### config.mk
export PLATFORM = sky130hd
export DESIGN_NAME = mvb_demux_top
export DESIGN_NICKNAME = d
export VERILOG_FILES = /design/src/verilog/mvb_pkg.sv /design/src/verilog/demux_pkg.sv /design/src/verilog/mvb_demux_top.sv /design/src/verilog/mvb_tx_stage.sv /design/src/verilog/mvb_steer_stage.sv /design/src/verilog/mvb_unpack_stage.sv
export SDC_FILE = /design/constraint.sdc
export NUM_CORES = 1
export LEC_CHECK = 0
export BUFFER_PORTS_ARGS = -buffer_cell sky130_fd_sc_hd__buf_2
export CAP_MARGIN = 20
export CORE_MARGIN = 3
export CORE_UTILIZATION = 43
export CTS_CLUSTER_SIZE = 20
export DETAILED_ROUTE_END_ITERATION = 8
export GPL_ROUTABILITY_DRIVEN = 1
export GPL_TIMING_DRIVEN = 0
export PLACE_DENSITY = 0.63
export SLEW_MARGIN = 30
export SYNTH_ARGS = -nofsm -noshare
export SYNTH_HDL_FRONTEND = slang
export SYNTH_SLANG_ARGS = --single-unit
export TNS_END_PERCENT = 10
### constraint.sdc
create_clock -name CLK -period 5.1 [get_ports CLK]
set_clock_uncertainty 0.05 [all_clocks]
set_input_delay 0.51 -clock CLK [delete_from_list [all_inputs] [get_ports CLK]]
set_output_delay 0.51 -clock CLK [all_outputs]
set_load 0.02 [all_outputs]
### src/verilog/mvb_pkg.sv
/*
 * MVB bus types.
 * Field widths of one item, the layout of a raw input slot and the item
 * record that travels between the demultiplexer stages.
 */

package mvb_pkg;

    //////////////////////////////
    // field widths
    //////////////////////////////

    localparam int unsigned ITEM_DATA_W = 16; // payload bits of one item.
    localparam int unsigned SEL_W       = 3;  // bits of the output port selector.

    //////////////////////////////
    // item layouts
    //////////////////////////////

    // the selector sits above the data in a slot as it arrives on the bus.
    typedef struct packed {
        logic [SEL_W-1:0]       sel;
        logic [ITEM_DATA_W-1:0] data;
    } raw_item_t;

    // An unpacked item with its own valid bit.
    // vld is already cleared for items that address no existing port.
    typedef struct packed {
        logic [ITEM_DATA_W-1:0] data;
        logic [SEL_W-1:0]       sel;
        logic                   vld;
    } mvb_item_t;

endpackage
### src/verilog/demux_pkg.sv
/*
 * Demultiplexer types.
 * Port count limit, the element of a per-port item mask and the
 * drop counter type.
 */

package demux_pkg;

    //////////////////////////////
    // port limits
    //////////////////////////////

    // the selector field can address this many output ports at most.
    localparam int unsigned MAX_PORTS = 2 ** mvb_pkg::SEL_W;

    localparam int unsigned DROP_CNT_W = 16; // width of the drop counter.

    //////////////////////////////
    // per-port word types
    //////////////////////////////

    // One bit of a port mask.
    // It is set when that item slot carries data for the port.
    // Modules build whole masks as port_mask_t [ITEMS-1:0].
    typedef logic port_mask_t;

    typedef logic [DROP_CNT_W-1:0] drop_cnt_t; // saturating count of dropped items.

endpackage

### src/verilog/mvb_demux_top.sv
/*
 * MVB demultiplexer.
 * Routes every valid item of an input word to the output port named by
 * its selector through the unpack, steer and transmit stages.
 */

module mvb_demux_top #(
    parameter int unsigned ITEMS      = 4,
    parameter int unsigned TX_PORTS   = 4,
    parameter int unsigned OUTPUT_REG = 1
) (
    input  logic                                                      CLK,
    input  logic                                                      rst_n,

    input  mvb_pkg::raw_item_t [ITEMS-1:0]                            rx_data,
    input  logic [ITEMS-1:0]                                          rx_vld,
    input  logic                                                      rx_src_rdy,
    output logic                                                      rx_dst_rdy,

    output logic [TX_PORTS-1:0][ITEMS-1:0][mvb_pkg::ITEM_DATA_W-1:0]  tx_data,
    output demux_pkg::port_mask_t [TX_PORTS-1:0][ITEMS-1:0]           tx_vld,
    output logic [TX_PORTS-1:0]                                       tx_src_rdy,
    input  logic [TX_PORTS-1:0]                                       tx_dst_rdy,

    output demux_pkg::drop_cnt_t                                      drop_cnt
);

    import mvb_pkg::*;
    import demux_pkg::*;

    mvb_item_t [ITEMS-1:0]                unp_items; // unpack to steer.
    logic                                 unp_valid;
    logic                                 unp_ready;

    logic [ITEMS-1:0][ITEM_DATA_W-1:0]    str_data;  // steer to transmit.
    port_mask_t [TX_PORTS-1:0][ITEMS-1:0] str_mask;
    logic                                 str_valid;
    logic [TX_PORTS-1:0]                  str_ready;

    mvb_unpack_stage #(
        .ITEMS      (ITEMS),
        .TX_PORTS   (TX_PORTS)
    ) i_unpack (
        .CLK        (CLK),
        .rst_n      (rst_n),
        .in_data    (rx_data),
        .in_vld     (rx_vld),
        .in_src_rdy (rx_src_rdy),
        .in_dst_rdy (rx_dst_rdy),
        .out_items  (unp_items),
        .out_valid  (unp_valid),
        .out_ready  (unp_ready),
        .drop_cnt   (drop_cnt)
    );

    mvb_steer_stage #(
        .ITEMS      (ITEMS),
        .TX_PORTS   (TX_PORTS)
    ) i_steer (
        .CLK        (CLK),
        .rst_n      (rst_n),
        .in_items   (unp_items),
        .in_valid   (unp_valid),
        .in_ready   (unp_ready),
        .out_data   (str_data),
        .out_mask   (str_mask),
        .out_valid  (str_valid),
        .port_ready (str_ready)
    );

    mvb_tx_stage #(
        .ITEMS      (ITEMS),
        .TX_PORTS   (TX_PORTS),
        .OUTPUT_REG (OUTPUT_REG)
    ) i_tx (
        .CLK        (CLK),
        .rst_n      (rst_n),
        .in_data    (str_data),
        .in_mask    (str_mask),
        .in_valid   (str_valid),
        .port_ready (str_ready),
        .tx_data    (tx_data),
        .tx_vld     (tx_vld),
        .tx_src_rdy (tx_src_rdy),
        .tx_dst_rdy (tx_dst_rdy)
    );

endmodule

### src/verilog/mvb_tx_stage.sv
/*
 * MVB transmit stage.
 * One word buffer per output port, loaded when the released word targets
 * that port. With OUTPUT_REG at 0 the buffers are left out and the steer
 * stage drives the output buses directly.
 */

module mvb_tx_stage #(
    parameter int unsigned ITEMS      = 4,
    parameter int unsigned TX_PORTS   = 4,
    parameter int unsigned OUTPUT_REG = 1
) (
    input  logic                                                      CLK,
    input  logic                                                      rst_n,

    input  logic [ITEMS-1:0][mvb_pkg::ITEM_DATA_W-1:0]                in_data,
    input  demux_pkg::port_mask_t [TX_PORTS-1:0][ITEMS-1:0]           in_mask,
    input  logic                                                      in_valid,
    output logic [TX_PORTS-1:0]                                       port_ready,

    output logic [TX_PORTS-1:0][ITEMS-1:0][mvb_pkg::ITEM_DATA_W-1:0]  tx_data,
    output demux_pkg::port_mask_t [TX_PORTS-1:0][ITEMS-1:0]           tx_vld,
    output logic [TX_PORTS-1:0]                                       tx_src_rdy,
    input  logic [TX_PORTS-1:0]                                       tx_dst_rdy
);

    import mvb_pkg::*;
    import demux_pkg::*;

    logic [TX_PORTS-1:0] present; // ports the offered word targets.
    logic [TX_PORTS-1:0] port_ok; // ready, or not a target of the offered word.

    always_comb begin
        for (int p = 0; p < TX_PORTS; p++) begin
            present[p] = |in_mask[p];
        end
    end

    assign port_ok = port_ready | ~present;

    if (OUTPUT_REG != 0) begin : g_out_reg

        //////////////////////////////
        // registered outputs
        //////////////////////////////

        logic release_word; // the steer stage hands its word over this cycle.

        assign release_word = in_valid && &port_ok;

        for (genvar p = 0; p < TX_PORTS; p++) begin : g_port
            logic                              full;
            logic                              load;
            logic [ITEMS-1:0][ITEM_DATA_W-1:0] data_q;
            port_mask_t [ITEMS-1:0]            vld_q;

            assign load          = release_word && present[p];
            assign port_ready[p] = !full || tx_dst_rdy[p];
            assign tx_src_rdy[p] = full;
            assign tx_data[p]    = data_q;
            assign tx_vld[p]     = vld_q;

            always_ff @(posedge CLK or negedge rst_n) begin
                if (!rst_n) begin
                    full <= 1'b0;
                end else if (load) begin
                    full <= 1'b1;
                end else if (tx_dst_rdy[p]) begin
                    full <= 1'b0;
                end
            end

            always_ff @(posedge CLK) begin
                if (load) begin
                    data_q <= in_data;
                    vld_q  <= in_mask[p];
                end
            end
        end

    end else begin : g_bypass

        //////////////////////////////
        // direct outputs
        //////////////////////////////

        assign port_ready = tx_dst_rdy;

        // a port shows the word only while every other target can take it too.
        always_comb begin
            logic [TX_PORTS-1:0] others_ok;
            for (int p = 0; p < TX_PORTS; p++) begin
                others_ok     = port_ok;
                others_ok[p]  = 1'b1;
                tx_src_rdy[p] = in_valid && present[p] && &others_ok;
                tx_data[p]    = in_data;
                tx_vld[p]     = in_mask[p];
            end
        end

    end

endmodule

### src/verilog/mvb_steer_stage.sv
/*
 * MVB steer stage.
 * Decodes the selector of every item into per-port valid masks and holds
 * one word. The word leaves only when all ports it targets are ready.
 */

module mvb_steer_stage #(
    parameter int unsigned ITEMS    = 4,
    parameter int unsigned TX_PORTS = 4
) (
    input  logic                                              CLK,
    input  logic                                              rst_n,

    input  mvb_pkg::mvb_item_t [ITEMS-1:0]                    in_items,
    input  logic                                              in_valid,
    output logic                                              in_ready,

    output logic [ITEMS-1:0][mvb_pkg::ITEM_DATA_W-1:0]        out_data,
    output demux_pkg::port_mask_t [TX_PORTS-1:0][ITEMS-1:0]   out_mask,
    output logic                                              out_valid,
    input  logic [TX_PORTS-1:0]                               port_ready
);

    import mvb_pkg::*;
    import demux_pkg::*;

    logic [ITEMS-1:0][MAX_PORTS-1:0]      sel_hot; // one-hot selector per item.
    port_mask_t [TX_PORTS-1:0][ITEMS-1:0] mask_d;
    logic [TX_PORTS-1:0]                  present; // ports the held word targets.
    logic                                 load;
    logic                                 leave;
    logic                                 full;

    //////////////////////////////
    // selector decode
    //////////////////////////////

    always_comb begin
        for (int i = 0; i < ITEMS; i++) begin
            sel_hot[i]                  = '0;
            sel_hot[i][in_items[i].sel] = in_items[i].vld;
        end
        // only the lower TX_PORTS lines of the decode are real ports.
        for (int p = 0; p < TX_PORTS; p++) begin
            for (int i = 0; i < ITEMS; i++) begin
                mask_d[p][i] = sel_hot[i][p];
            end
        end
    end

    //////////////////////////////
    // word register
    //////////////////////////////

    always_comb begin
        for (int p = 0; p < TX_PORTS; p++) begin
            present[p] = |out_mask[p];
        end
    end

    // ports that get nothing from the held word do not hold it back.
    assign leave     = full && &(port_ready | ~present);
    assign in_ready  = !full || leave;
    assign load      = in_valid && in_ready;
    assign out_valid = full && |present;

    always_ff @(posedge CLK or negedge rst_n) begin
        if (!rst_n) begin
            full <= 1'b0;
        end else if (load) begin
            full <= |mask_d; // a word without routable items is dropped here.
        end else if (leave) begin
            full <= 1'b0;
        end
    end

    always_ff @(posedge CLK) begin
        if (load) begin
            out_mask <= mask_d;
            for (int i = 0; i < ITEMS; i++) begin
                out_data[i] <= in_items[i].data;
            end
        end
    end

endmodule

### src/verilog/mvb_unpack_stage.sv
/*
 * MVB unpack stage.
 * Registers each accepted input word as item records. Items whose selector
 * addresses no existing port lose their valid bit and are counted as drops.
 */

module mvb_unpack_stage #(
    parameter int unsigned ITEMS    = 4,
    parameter int unsigned TX_PORTS = 4
) (
    input  logic                           CLK,
    input  logic                           rst_n,

    input  mvb_pkg::raw_item_t [ITEMS-1:0] in_data,
    input  logic [ITEMS-1:0]               in_vld,
    input  logic                           in_src_rdy,
    output logic                           in_dst_rdy,

    output mvb_pkg::mvb_item_t [ITEMS-1:0] out_items,
    output logic                           out_valid,
    input  logic                           out_ready,

    output demux_pkg::drop_cnt_t           drop_cnt
);

    import mvb_pkg::*;
    import demux_pkg::*;

    localparam int unsigned CNT_W = $bits(drop_cnt_t);
    localparam int unsigned NUM_W = $clog2(ITEMS + 1);

    // selector values from this one up address no port.
    localparam logic [SEL_W:0] PORT_LIM = (SEL_W + 1)'(TX_PORTS);

    logic                  accept;
    logic                  full;
    mvb_item_t [ITEMS-1:0] items_d;
    logic [NUM_W-1:0]      num_drop; // dropped items in the word on the input.
    logic [CNT_W:0]        cnt_sum;

    //////////////////////////////
    // handshake
    //////////////////////////////

    assign in_dst_rdy = !full || out_ready; // room when empty or when the word leaves.
    assign accept     = in_src_rdy && in_dst_rdy;
    assign out_valid  = full;

    always_ff @(posedge CLK or negedge rst_n) begin
        if (!rst_n) begin
            full <= 1'b0;
        end else if (accept) begin
            full <= 1'b1;
        end else if (out_ready) begin
            full <= 1'b0;
        end
    end

    //////////////////////////////
    // slot split
    //////////////////////////////

    always_comb begin
        num_drop = '0;
        for (int i = 0; i < ITEMS; i++) begin
            items_d[i].data = in_data[i].data;
            items_d[i].sel  = in_data[i].sel;
            items_d[i].vld  = in_vld[i] && ({1'b0, in_data[i].sel} < PORT_LIM);
            if (in_vld[i] && !items_d[i].vld) begin
                num_drop = num_drop + 1'b1; // valid item without a target port.
            end
        end
    end

    always_ff @(posedge CLK) begin
        if (accept) begin
            out_items <= items_d;
        end
    end

    // the counter stops at all ones instead of wrapping.
    assign cnt_sum = {1'b0, drop_cnt} + (CNT_W + 1)'(num_drop);

    always_ff @(posedge CLK or negedge rst_n) begin
        if (!rst_n) begin
            drop_cnt <= '0;
        end else if (accept) begin
            drop_cnt <= cnt_sum[CNT_W] ? '1 : cnt_sum[CNT_W-1:0];
        end
    end

endmodule

; ---- After elaboration in Yosys (flattened, before gate mapping)
; Index checks and enable logic that the tools add are counted.
[word_totals]
regBits = 454
wordCells = 144
inputBits = 87
out_inout_bits = 293
[classes]
n_bitwise = 6
addsub = 4
mux = 25
n_reduce_logical = 50
magnitude_cmp = 12
[op_table]
columns = op, count
row1 = OR reduction 16 bit, 2
row2 = logical AND 1 bit, 21
row3 = adder 16 x 3 -> 17 bit, 1
row4 = two-way mux 1 bit, 17
row5 = AND 4 bit, 4
row6 = "< comparator 3 x 4 -> 1 bit, second input constant", 4
row7 = two-way mux 16 bit, 1
row8 = OR reduction 4 bit, 4
row9 = demux 1 bit (select 3 bit), 4
row10 = ">= comparator 3 x 1 -> 1 bit, second input constant", 4
row11 = "< comparator 3 bit, second input constant", 4
row12 = nonzero test 2 bit, 6
row13 = logical NOT 1 bit, 10
row14 = two-way mux 3 bit, 3
row15 = "adder 3 x 1 -> 3 bit, second input constant", 2
row16 = logical OR 1 bit, 6
row17 = inverter 4 bit, 1
row18 = bitwise OR 4 bit, 1
row19 = AND reduction 4 bit, 1
row20 = "adder 1 x 1 -> 2 bit, second input constant", 1

; ---- Longest topological paths before layout
; Gate-level depths: netlist of the first run.
[depth]
depth_word = 13
ltp_mapped = 14
depth_no_buf = 13

; ---- Cells and area by module
; A second synthesis of the first run with hierarchy kept.
[unflattened]
cells_unflattened = 617
area_unflattened_um2 = 14666.6
[by_module_without_submodules]
columns = module, area_each_um2, seq_area_each_um2, n_inst, cells_per_inst
row1 = mvb_tx_stage, 8494.4, 8267.9, 1, 299
row2 = mvb_unpack_stage, 3497.1, 2827.7, 1, 201
row3 = mvb_steer_stage, 2675.1, 2427.3, 1, 117

; ---- Worst setup path after synthesis of the first run
; Ideal clock, no wire load.
[synth_timing]
path_type = register -> register
startpoint = reg i_steer.out_mask[5] (netlist bit)
endpoint = reg i_tx.g_out_reg.g_port[0].vld_q[0] (netlist bit) (enable)
slack_ns = 0.577
n_path_buf = 0
path_stages_with_launch = 6
required_time_ns = 4.555
arrival_time_ns = 3.978
setup_time_ns = 0.495
synth_period_minus_slack_ns = 4.523
path_cell_list = edfxtp_1 > nor4_4 > o22ai_2 > nor2_1 > nand2_1 > nor2_1
[synth_via]
elab_chain_cells = 6
elab_cells_between_ends = 8
cone_classes = bitwise (2) / reduce/logical (6)
[synth_lines]
columns = element, line
row1 = start: declaration, mvb_steer_stage.sv:19  ; output demux_pkg::port_mask_t [TX_PORTS-1:0][ITEMS-1:0] out_mask,
row2 = start signal: assignment, mvb_steer_stage.sv:79  ; out_mask <= mask_d;
row3 = OR reduction 4 bit, mvb_tx_stage.sv:35  ; present[p] = |in_mask[p];
row4 = inverter 4 bit, mvb_tx_stage.sv:39  ; assign port_ok = port_ready | ~present;
row5 = bitwise OR 4 bit, mvb_tx_stage.sv:39
row6 = AND reduction 4 bit, mvb_tx_stage.sv:49  ; assign release_word = in_valid && &port_ok;
row7 = logical AND 1 bit (*), mvb_tx_stage.sv:49
row8 = logical AND 1 bit (*), mvb_tx_stage.sv:57  ; assign load = release_word && present[p];
row9 = named net i_tx.g_out_reg.g_port[0].load, mvb_tx_stage.sv:53  ; logic load;
row10 = end signal: assignment, mvb_tx_stage.sv:76  ; vld_q <= in_mask[p];
row11 = end: declaration, mvb_tx_stage.sv:55  ; port_mask_t [ITEMS-1:0] vld_q;
; The timed path passes the listed nets; every way through them passes the cells marked *.
; A chain may end at the register's enable or synchronous reset.

; ---- Worst setup path after layout of the first run
[layout_timing]
startpoint = reg i_steer.out_mask[5] (netlist bit)
endpoint = reg i_tx.g_out_reg.g_port[2].data_q, in the netlist i_tx.tx_data[146] (enable)
[layout_via]
elab_chain_cells = 6
elab_cells_between_ends = 8
cone_classes = bitwise (2) / reduce/logical (6)
[layout_lines]
columns = element, line
row1 = OR reduction 4 bit, mvb_tx_stage.sv:35
row2 = inverter 4 bit, mvb_tx_stage.sv:39
row3 = bitwise OR 4 bit, mvb_tx_stage.sv:39
row4 = AND reduction 4 bit, mvb_tx_stage.sv:49
row5 = logical AND 1 bit (*), mvb_tx_stage.sv:49
row6 = logical AND 1 bit (*), mvb_tx_stage.sv:57
row7 = named net i_tx.g_out_reg.g_port[2].load, mvb_tx_stage.sv:53
row8 = end signal: assignment, mvb_tx_stage.sv:75  ; data_q <= in_data;
row9 = end: declaration, mvb_tx_stage.sv:54  ; logic [ITEMS-1:0][ITEM_DATA_W-1:0] data_q;
; Marked as above.

==> reports/metrics.cfg, run 1 <==
[min_path]
holdPathStages = 1
hp-class = primary input to flip-flop
worstHoldStart = rx_data[69]
hold-path-endpoint = i_unpack.out_items[76]$_DFFE_PP_

[power]
swShare_pct = 32.86
seq_power_share_pct = 48.4
p_int_uw = 9009
power_switching_uw = 4409
p_leak_uw = 0.007276
comb_power_share_pct = 27.9
power_uw = 13420
peakVddDrop_mv = 0.4027
power.clock.fraction_pct = 23.7
p_per_area_nw_per_um2 = 703.9

[floorplanning]
coreArea_um2 = 33030
io_pins = 380
start_util_pct = 44.31
die_h_um = 190.5
die_area_um2 = 36280
row_count = 66
die_w_um = 190.5

[sta]
finalSetupViolCount = 0
fin_hold_ws_ns = 0.09547
worstMarginPinSlew_ns = 0.6027
finalWorstPathRequiredPeriod_ns = 2.883
hold_viol_final = 0
slew_viol_final = 0
fin_crit_sh_pct = 56.53
fmax_mhz = 346.9
rsz0062_at_grt = no
relSlewSlack_pct = 59.73

[synth]
synth_top_area_share_pct = 88.64
syn_nets = 703
synth_area_um2 = 14640
synth_edf_count = 432
yosys_register_bits = 454
syn_area_per_cell_um2 = 23.95
yosysMostFrequentCell = edfxtp_1
synthArstFlopShare_pct = 4.846
yosysSeqAreaShare_pct = 92.40
yosys-top-cells-count = edfxtp_1 (432), nand2_1 (26), dfrtp_1 (22)
synth_top_area_cell = edfxtp_1
synth_warnings = 0
synth_cell_types = 49
yosys-top-cells-area = edfxtp_1 (89%), dfrtp_1 (3.8%), nand2_1 (0.67%)
synth_ff_type = edfxtp_1
syn-instance-count = 611

[flow_run]
cap_viol_max_count = 0

[cells_and_area]
area_growth_pct = 30.25
register_area_um2 = 13520
final_util_pct = 57.71
multi_input_area_um2 = 1051
design_area_um2 = 19060
final.fill_count = 2537
final_cells = 1532
layout-drive-gt1-share_pct = 45.40
finalNetCount = 1149

[critical_path]
cp_max_fo = 20
crit_arrival_ns = 3.06
end_kind = flip-flop
timing.rr.end = i_tx.tx_data[146]$_DFFE_PP_
r2r_cells = 7
cp.required_ns = 5.28
r2r_slack_ns = 2.22
r2r_start = i_steer.out_mask[5]$_DFFE_PP_
crit_type = flip-flop to flip-flop
start_kind = flip-flop

[placed_design]
place_area_um2 = 17620
gp_congestion = 0.8105
dp_hpwl_mm = 23.01
placed_cells_incl_taps = 1452
portBuffers = 379

[clocking]
clock_sinks = 454
path_clk_slew_ns = 0.06
clockBufferDepth = 3
htree_num_levels = 2
cts_resized = 0
cts-root-buf = clkbuf_16
cts_tree = done
numCtsBuffers = 44
clock_latency_ns = 0.54

[outcome]
status = completed

[global_route]
grt_use_total_pct = 17.20
grt_pass1_wl_mm = 46.50
grt_antenna_before_repair = 10
overflow = 0
grt_max_degree = 33
grt_pass1_vias = 7305

[detailed_routing]
ant_nets = 0
dr.first_iter.drc_count = 385
avgRoutedWirePerCell_um = 20.64
dr.pass1.iters = 7
remaining_drc_errors = 0
wl_mm = 31.62
drt-vias-per-instance = 4.732
vias = 7249

-- worst max-delay path, cell delays in order, from the launching register on --
cell and delay (ns):
edfxtp_1 0.43, nor4_4 0.48, o22ai_2 0.18, nor2_1 0.12, nand2_1 0.28, nor2_4 0.57, buf_16 0.24, buf_16 0.18
-- through the flow --
stage | worst slack [ns] | TNS (ns)
2_1_floorplan | 0.5774 | 0
3_3_place_gp | -2.289 | -636.22
3_5_place_dp | 1.697 | 0
4_1_cts | 2.154 | 0
5_1_grt | 1.973 | 0
6_report | 2.217 | 0
-- worst max path at each step --
stage / start / end / slack (ns)
2_1_floorplan: i_steer.out_mask[5]$_DFFE_PP_ / i_tx.g_out_reg.g_port[0].vld_q[0]$_DFFE_PP_ / 0.58
3_3_place_gp: i_steer.out_mask[5]$_DFFE_PP_ / i_tx.tx_data[102]$_DFFE_PP_ / -2.29
3_5_place_dp: rx_data[56] / i_unpack.drop_cnt[13]$_DFFE_PN0P_ / 1.70
4_1_cts: i_steer.out_mask[5]$_DFFE_PP_ / i_tx.tx_data[146]$_DFFE_PP_ / 2.15
5_1_grt: i_steer.out_mask[13]$_DFFE_PP_ / i_tx.tx_data[146]$_DFFE_PP_ / 1.97
6_report: i_steer.out_mask[5]$_DFFE_PP_ / i_tx.tx_data[146]$_DFFE_PP_ / 2.22
-- sequential cells by signal, indices dropped and copies added (netlist names) --
name                         cells
i_steer.full                     1
i_tx.tx_data                   256
i_unpack.out_items              80
i_steer.out_mask                16
i_tx.g_out_reg.g_port.vld_q     16
i_tx.g_out_reg.g_port.full       4
i_unpack.out_valid               1
i_unpack.drop_cnt               16
i_steer.out_data                64
-- power by group through the flow --
stage                     logic [uW]  clock network, uW  registers, uW
after floorplan                  746                  0           7720
final                           3750               3180           6490
after global routing            3980               3440           6630
after CTS                       3830               3280           6510
after detailed placement        3830                  0           6580
after global placement          3220                  0           6800
-- routing by layer --
metal / wire (um) / GRT usage (%) / vias up
met5: 116 / 0 / -
met4: 596 / 3.726 / 18
met3: 2855 / 5.257 / 63
met2: 15940 / 29.81 / 316
met1: 12110 / 21.55 / 3522
li1: - / - / 3330
-- cells in the final DEF (no fill, tap or decap), drive strengths merged, types with 6 or more instances in the layout --
cell type / synthesis / routed
and3: 8 / 8
buf: 8 / 407
nor2: 15 / 15
nor2b: 10 / 10
inv: 5 / 7
a21oi: 6 / 6
clkbuf: 1 / 53
bufinv: 0 / 6
nor3b: 7 / 7
o21ai: 6 / 6
dfrtp: 22 / 22
mux2: 10 / 10
edfxtp: 432 / 432
clkinv: 0 / 17
nand2: 27 / 27
-- cells by family after synthesis --
logic type	count (synthesis)	share of synthesized area [%]
flip-flops	454	92.40
AND/OR/NAND/NOR	93	3.864
AO/OA/AOI/OAI	30	1.513
buffers and inverters	14	0.6412
multiplexers	10	0.7950
adder cells (fa/ha/maj)	6	0.5472
XOR/XNOR	4	0.2394
-- area by class of cell --
cell class	count	area share (%)
clock inverter	25	1.569
inverter	5	0.09846
timing repair buffer	400	12.60
buffer	9	0.4135
tap	442	2.901
clock buffer	52	5.934
sequential	454	70.94
multi-input combinational	143	5.514
antenna	2	0.02626
-- timing repair --
action	CTS	global route
hold endpoints to repair	22	0
endpoints found under the setup margin	0	0
setup buffers	0	0
hold buffers	1	0
Note: power is estimated with default switching activity, not from simulation.
==> inputs of run 2 (changes only) <==
ABC_AREA = 1   (was not set)
PLACE_DENSITY = 0.65   (was 0.63)
clock period = 2.5 ns   (was 5.1 ns; I/O delays follow)
==> run 2 against run 1 <==
Combinational power rose by 89%; synthesized area rose by 2.4%; largest cell class unchanged; largest power group unchanged; sequential cell count did not move; critical path type unchanged; cell count rose by 15%; total power rose by 97%; setup slack got worse by 2.1 ns; synthesized cell count rose by 24%; first-iteration DRC count rose by 25%; critical endpoint is now i_steer.out_data[58]$_DFFE_PP_; cell area rose by 5.7%.
==> reports/metrics.cfg, run 2 <==
[power]
p_int_uw = 17680
p_per_area_nw_per_um2 = 1310
comb_power_share_pct = 26.9
power_switching_uw = 8715
seq_power_share_pct = 49.2
swShare_pct = 33.01
peakVddDrop_mv = 0.6784
power.clock.fraction_pct = 23.9
p_leak_uw = 0.007977

[critical_path]
timing.rr.end = i_steer.out_data[58]$_DFFE_PP_
end_kind = flip-flop
path_cells = nor2_1 -> nand2_1 -> nand2_1 -> nand2_1 -> inv_1 -> nand2_2 -> inv_2 -> nor2_2 -> nor2_4 -> buf_16 -> buf_16 -> buf_16
cp_max_fo = 19
r2r_start = i_steer.out_mask[15]$_DFFE_PP_
cp.required_ns = 2.69
r2r_slack_ns = 0.12
cpPeakStageDelay_ns = 0.38
crit_type = flip-flop to flip-flop
slowest_stage = edfxtp_1
r2r_cells = 12
crit_arrival_ns = 2.57
start_kind = flip-flop

[floorplanning]
die_h_um = 192.7
die_area_um2 = 37110
coreArea_um2 = 33950
row_count = 67
die_w_um = 192.7
start_util_pct = 44.12
io_pins = 380

[sta]
fin_hold_ws_ns = 0.1763
rsz0062_at_grt = yes
fin_crit_sh_pct = 95.33
fmax_mhz = 419.6
finalWorstPathRequiredPeriod_ns = 2.383
finalSetupViolCount = 0
hold_viol_final = 0
worstMarginPinSlew_ns = 0.5459
relSlewSlack_pct = 63.60
slew_viol_final = 0

[global_route]
grt_pass1_vias = 8194
grt_use_total_pct = 18.16
grt_max_degree = 51
overflow = 0
grt_pass1_wl_mm = 49.89
grt_antenna_before_repair = 1

[detailed_routing]
vias = 8324
avgRoutedWirePerCell_um = 19.53
dr.first_iter.drc_count = 483
remaining_drc_errors = 0
drt-vias-per-instance = 4.708
wl_mm = 34.53
dr.pass1.iters = 5
ant_nets = 0

[cells_and_area]
layout_commonest_cell = edfxtp_1
design_area_um2 = 20150
layout-drive-gt1-share_pct = 37.60
final_cells = 1768
area_growth_pct = 34.48
final_util_pct = 59.34
final_cell_mix = edfxtp_1 (432), buf_2 (379), nand2_1 (92)
largest_reg_flops = 256
finalNetCount = 1379

[clocking]
clock_sinks = 454
cts_tree = done
htree_num_levels = 2
clockBufferDepth = 3
numCtsBuffers = 44
cts-root-buf = clkbuf_16
clock_latency_ns = 0.54
path_clk_slew_ns = 0.06

[synth]
yosysSeqAreaShare_pct = 90.27
synth_top_area_cell = edfxtp_1
yosys-top-cells-count = edfxtp_1 (432), nand2_1 (94), inv_1 (53)
synthArstFlopShare_pct = 4.846
synth_edf_count = 432
yosys_register_bits = 454
syn_area_per_cell_um2 = 19.82
synth_area_um2 = 14980
syn_nets = 848
synth_top_area_share_pct = 86.59
synth_ff_type = edfxtp_1
synth_cell_types = 28
syn-instance-count = 756
synth_warnings = 0
yosysMostFrequentCell = edfxtp_1
yosys-top-cells-area = edfxtp_1 (87%), dfrtp_1 (3.7%), nand2_1 (2.4%)

[outcome]
status = completed

[placed_design]
place_area_um2 = 17800
portBuffers = 378
dp_hpwl_mm = 23.80
placed_cells_incl_taps = 1594
gp_congestion = 0.8906

[flow_run]
cap_viol_max_count = 0

[min_path]
hp-class = primary input to async pin

run 2: worst max-delay path: cells and delay by family (launching register included):
kind | cells | cell delay, ns
flip-flops | 1 | 0.38
buffers and inverters | 5 | 0.74
AND/OR/NAND/NOR | 7 | 0.90
run 2: worst max-delay path by stage:
stage                                              start                                to  slack, ns  cells after the start
final                     i_steer.out_mask[15]$_DFFE_PP_    i_steer.out_data[58]$_DFFE_PP_       0.12                     12
after CTS                  i_steer.out_mask[3]$_DFFE_PP_    i_steer.out_data[56]$_DFFE_PP_       0.03                     12
after floorplan            i_steer.out_mask[8]$_DFFE_PP_   i_unpack.out_items[0]$_DFFE_PP_      -0.68                     10
after global placement     i_steer.out_mask[3]$_DFFE_PP_  i_unpack.out_items[27]$_DFFE_PP_      -2.27                     10
after global routing       i_steer.out_mask[3]$_DFFE_PP_     i_steer.out_data[9]$_DFFE_PP_      -0.07                     12
after detailed placement                     rx_data[18]  i_unpack.drop_cnt[2]$_DFFE_PN0P_      -0.49                     19
run 2: metal layers:
layer  share of wire, %  global-route usage, %  vias up
li1                   -                      -     3852
met1                 37                  22.35     4039
met2                 51                  31.98      384
met3                9.0                  4.796       49
met4                2.1                  4.763        0
met5                  0                      0        -
run 2: cell families (layout without fill, tap and decap cells):
| kind of cell | Yosys count | in the layout | share of synthesized area, % |
|---|---|---|---|
| xor gates and xnor gates | 4 | 4 | 0.2339 |
| buffers and inverters | 62 | 625 | 1.837 |
| other | 0 | 1 | 0 |
| AOI/OAI and AO/OA | 12 | 12 | 0.4343 |
| DFF | 454 | 454 | 90.27 |
| and+or+nand+nor | 219 | 219 | 6.757 |
| adders and majority gates | 5 | 5 | 0.4677 |
run 2: final cells by class:
cell class,instances,area [um2]
flip-flops and latches,454,13520
well taps,448,560.5
fillers,2558,13810
diodes,1,2.502
plain buffers,9,80.08
inverters,53,226.5
multi-input cells,240,1220
clock buffers,56,1146
repair buffers,485,3161
clock inverters,22,226.5
run 2: power groups by stage:
stage	Clock, uW	Sequential [uW]	Combinational (uW)
2_1_floorplan	0	15100	1530
3_3_place_gp	0	13100	5990
3_5_place_dp	0	13200	7060
4_1_cts	6470	13000	7190
5_1_grt	6810	13200	7600
6_report	6310	13000	7100
run 2: timing repair:
item | in CTS | in global routing
setup endpoints to repair | 50 | 114
pin swaps | 0 | 5
hold buffers | 86 | 0
buffers inserted | 0 | 8
gates resized for setup | 2 | 7
hold endpoints to repair | 112 | 0
gates cloned | 0 | 1
run 2: through the flow:
step	worst slack, ns	total power (uW)	setup TNS [ns]
2_1_floorplan	-0.6790	16650	-107.53
3_3_place_gp	-2.267	19110	-673.80
4_1_cts	0.02650	26680	0
3_5_place_dp	-0.4929	20220	-9.771
5_1_grt	-0.07097	27650	-1.438
6_report	0.1168	26400	0
==> inputs of run 3 (changes only) <==
SYNTH_HIERARCHICAL = 1   (was not set)
==> run 3 against run 2 <==
Register-to-register slack better by 0.11 ns; setup slack got worse by 0.014 ns; clock-buffer cell count decreased by 1; fmax shrank 0.56%; sequential power about the same; sequential cell count did not move; synthesized cell count shrank 1.9%; utilization down 0.77 points; routed wire length shrank 3.5%; first-iteration DRC count up 5.6%; die area down 0.46%; critical endpoint is now i_unpack/drop_cnt[5]$_DFFE_PN0P_; largest cell class unchanged.
==> reports/metrics.cfg, run 3 <==
[outcome]
status = completed

[detailed_routing]
wl_mm = 33.32
vias = 8189
avgRoutedWirePerCell_um = 19.10
dr.first_iter.drc_count = 510
dr.pass1.iters = 4
ant_nets = 0
remaining_drc_errors = 0
drt-vias-per-instance = 4.696

[cells_and_area]
final_cell_mix = edfxtp_1 (432), buf_2 (379), dlygate4sd3_1 (85)
finalNetCount = 1354
final_cells = 1744
largest_reg_flops = 256
design_area_um2 = 19840
layout-drive-gt1-share_pct = 38.50
layout_commonest_cell = edfxtp_1
antenna_cells = 0
area_growth_pct = 33.04

[clocking]
cts-root-buf = clkbuf_16
path_clk_slew_ns = 0.06
htree_num_levels = 2
cts_tree = done
clock_sinks = 454
clockBufferDepth = 3
numCtsBuffers = 44
clock_latency_ns = 0.53

[critical_path]
slowest_stage = dlygate4sd3_1
path_cells = dlygate4sd3_1 -> buf_2 -> nand2_2 -> xor2_1 -> ha_2 -> inv_1 -> fa_1 -> inv_1 -> nand3_2 -> a21oi_4 -> nand4_4 -> buf_6 -> nand3_1
path_buf_inv = 5
crit_type = primary input to flip-flop
crit_path_frequent_cell = inv_1
cpPeakStageDelay_ns = 0.55
start_kind = primary input
end_kind = flip-flop
cp.required_ns = 2.91
cp_top_family = buffers and inverters
cp_max_fo = 10
crit_arrival_ns = 2.81

[floorplanning]
row_count = 67
die_h_um = 192.2
coreArea_um2 = 33870
io_pins = 380
die_w_um = 192.2
start_util_pct = 44.02
die_area_um2 = 36940

[placed_design]
place_area_um2 = 17570
dp_hpwl_mm = 21.98
gp_congestion = 0.7986
portBuffers = 379
place_ws_ns = -0.5998
placed_cells_incl_taps = 1576

[power]
p_per_area_nw_per_um2 = 1306
peakVddDrop_mv = 0.7150
power_uw = 25900
p_leak_uw = 0.007888

[synth]
yosysSeqAreaShare_pct = 90.70
synth_top_area_cell = edfxtp_1
syn_area_per_cell_um2 = 20.09
yosys_register_bits = 454
synthArstFlopShare_pct = 4.846
synth_warnings = 6
synth_ff_type = edfxtp_1
synth_cell_types = 33
synth_edf_count = 432
syn_nets = 834
synth_area_um2 = 14910
syn-instance-count = 742
yosysMostFrequentCell = edfxtp_1
synth_top_area_share_pct = 87.01
yosys-top-cells-area = edfxtp_1 (87%), dfrtp_1 (3.7%), nand2_1 (2.1%)
yosys-top-cells-count = edfxtp_1 (432), nand2_1 (85), inv_1 (59)

[global_route]
grt_pass1_vias = 7932
overflow = 0
grt_pass1_wl_mm = 47.23
grt_antenna_before_repair = 0
grt_use_total_pct = 17.24
grt_max_degree = 61

[sta]
setup_slack_ns = 0.1033
fin_hold_ws_ns = 0.05895
slew_viol_final = 0
finalWorstPathRequiredPeriod_ns = 2.397
hold_viol_final = 0
worstMarginPinSlew_ns = 0.5338
finalSetupViolCount = 0
fin_crit_sh_pct = 95.87
relSlewSlack_pct = 64.42
fmax_mhz = 417.2

[min_path]
hp-class = primary input to flip-flop

[flow_run]
cap_viol_max_count = 0

==> run 3: cell types whose count changed in the layout (fill, tap and decap cells not counted), sizes merged, moves of 2 or more <==
cell	before	now
buf	407	394
bufinv	4	2
clkbuf	57	55
clkinv	15	20
clkinvlp	1	4
inv	55	63
nand2	99	90
nand3	47	31
nand3b	4	2
nor2	51	56
nor3	7	3
o21ai	7	10
==> run 3: stage by stage <==
step / util, % / setup TNS (ns)
after global placement: 51.28 / -546.58
after CTS: 58.45 / 0
final: 58.57 / 0
after floorplan: - / -75.78
after detailed placement: 51.88 / -8.284
after global routing: 58.57 / -0.003127
==> run 3: logic make-up (layout without fill, tap and decap cells) <==
family,Yosys count,after routing,share of synthesized area [%]
DFF,454,454,90.70
and+or+nand+nor,197,197,6.160
buffers and inverters,69,623,1.888
AOI/OAI and AO/OA,14,14,0.6043
adders and majority gates,5,5,0.4700
xor gates and xnor gates,3,3,0.1763
==> run 3: metal layers <==
metal,vias to the layer above,GRT usage (%),wire length (um)
met1,4011,22.03,13480
li1,3763,-,-
met5,-,0,0
met2,360,29.80,16530
met3,55,3.796,2531
met4,0,4.931,779
==> run 3: cell type report <==
class,instances,area (um2)
fillers,2555,14030
multi-input cells,219,1116
flip-flops and latches,454,13520
clock buffers,55,1185
repair buffers,474,2948
clock inverters,25,188.9
well taps,448,560.5
inverters,64,272.8
plain buffers,5,41.29
==> run 3: repair_timing <==
item / CTS / global route
resized for setup: 1 / 5
pin swaps: 0 / 1
hold endpoints to repair: 106 / 0
hold buffers: 85 / 0
endpoints found under the setup margin: 3 / 68
buffers inserted: 0 / 3
==> run 3: tightest hold or removal path, delay by kind of cell <==
kind,cells,cell delay [ns]
buf+inv,1,0.10
simple gates,2,0.26
==> run 3: final timing paths <==
path | cells after the start | slack (ns) | to | start
max reg2reg | 10 | 0.23 | i_unpack/out_items[35]$_DFFE_PP_ | i_steer/out_mask[11]$_DFFE_PP_
min in group asynchronous | 2 | 0.19 | i_unpack/drop_cnt[14]$_DFFE_PN0P_ | rst_n
min reg2reg | 0 | 0.36 | i_steer/out_data[6]$_DFFE_PP_ | i_unpack/out_items[10]$_DFFE_PP_
max | 13 | 0.10 | i_unpack/drop_cnt[5]$_DFFE_PN0P_ | rx_data[75]
min | 3 | 0.06 | i_unpack/out_valid$_DFFE_PN0P_ | rx_src_rdy
max in group asynchronous | 2 | 1.86 | i_unpack/drop_cnt[7]$_DFFE_PN0P_ | rst_n
==> run 3: power by group <==
part           internal [uW]  total [uW]  switching (uW)
combinational           1770        6650            4870
sequential             12000       13000            1090
clock                   3580        6210            2630
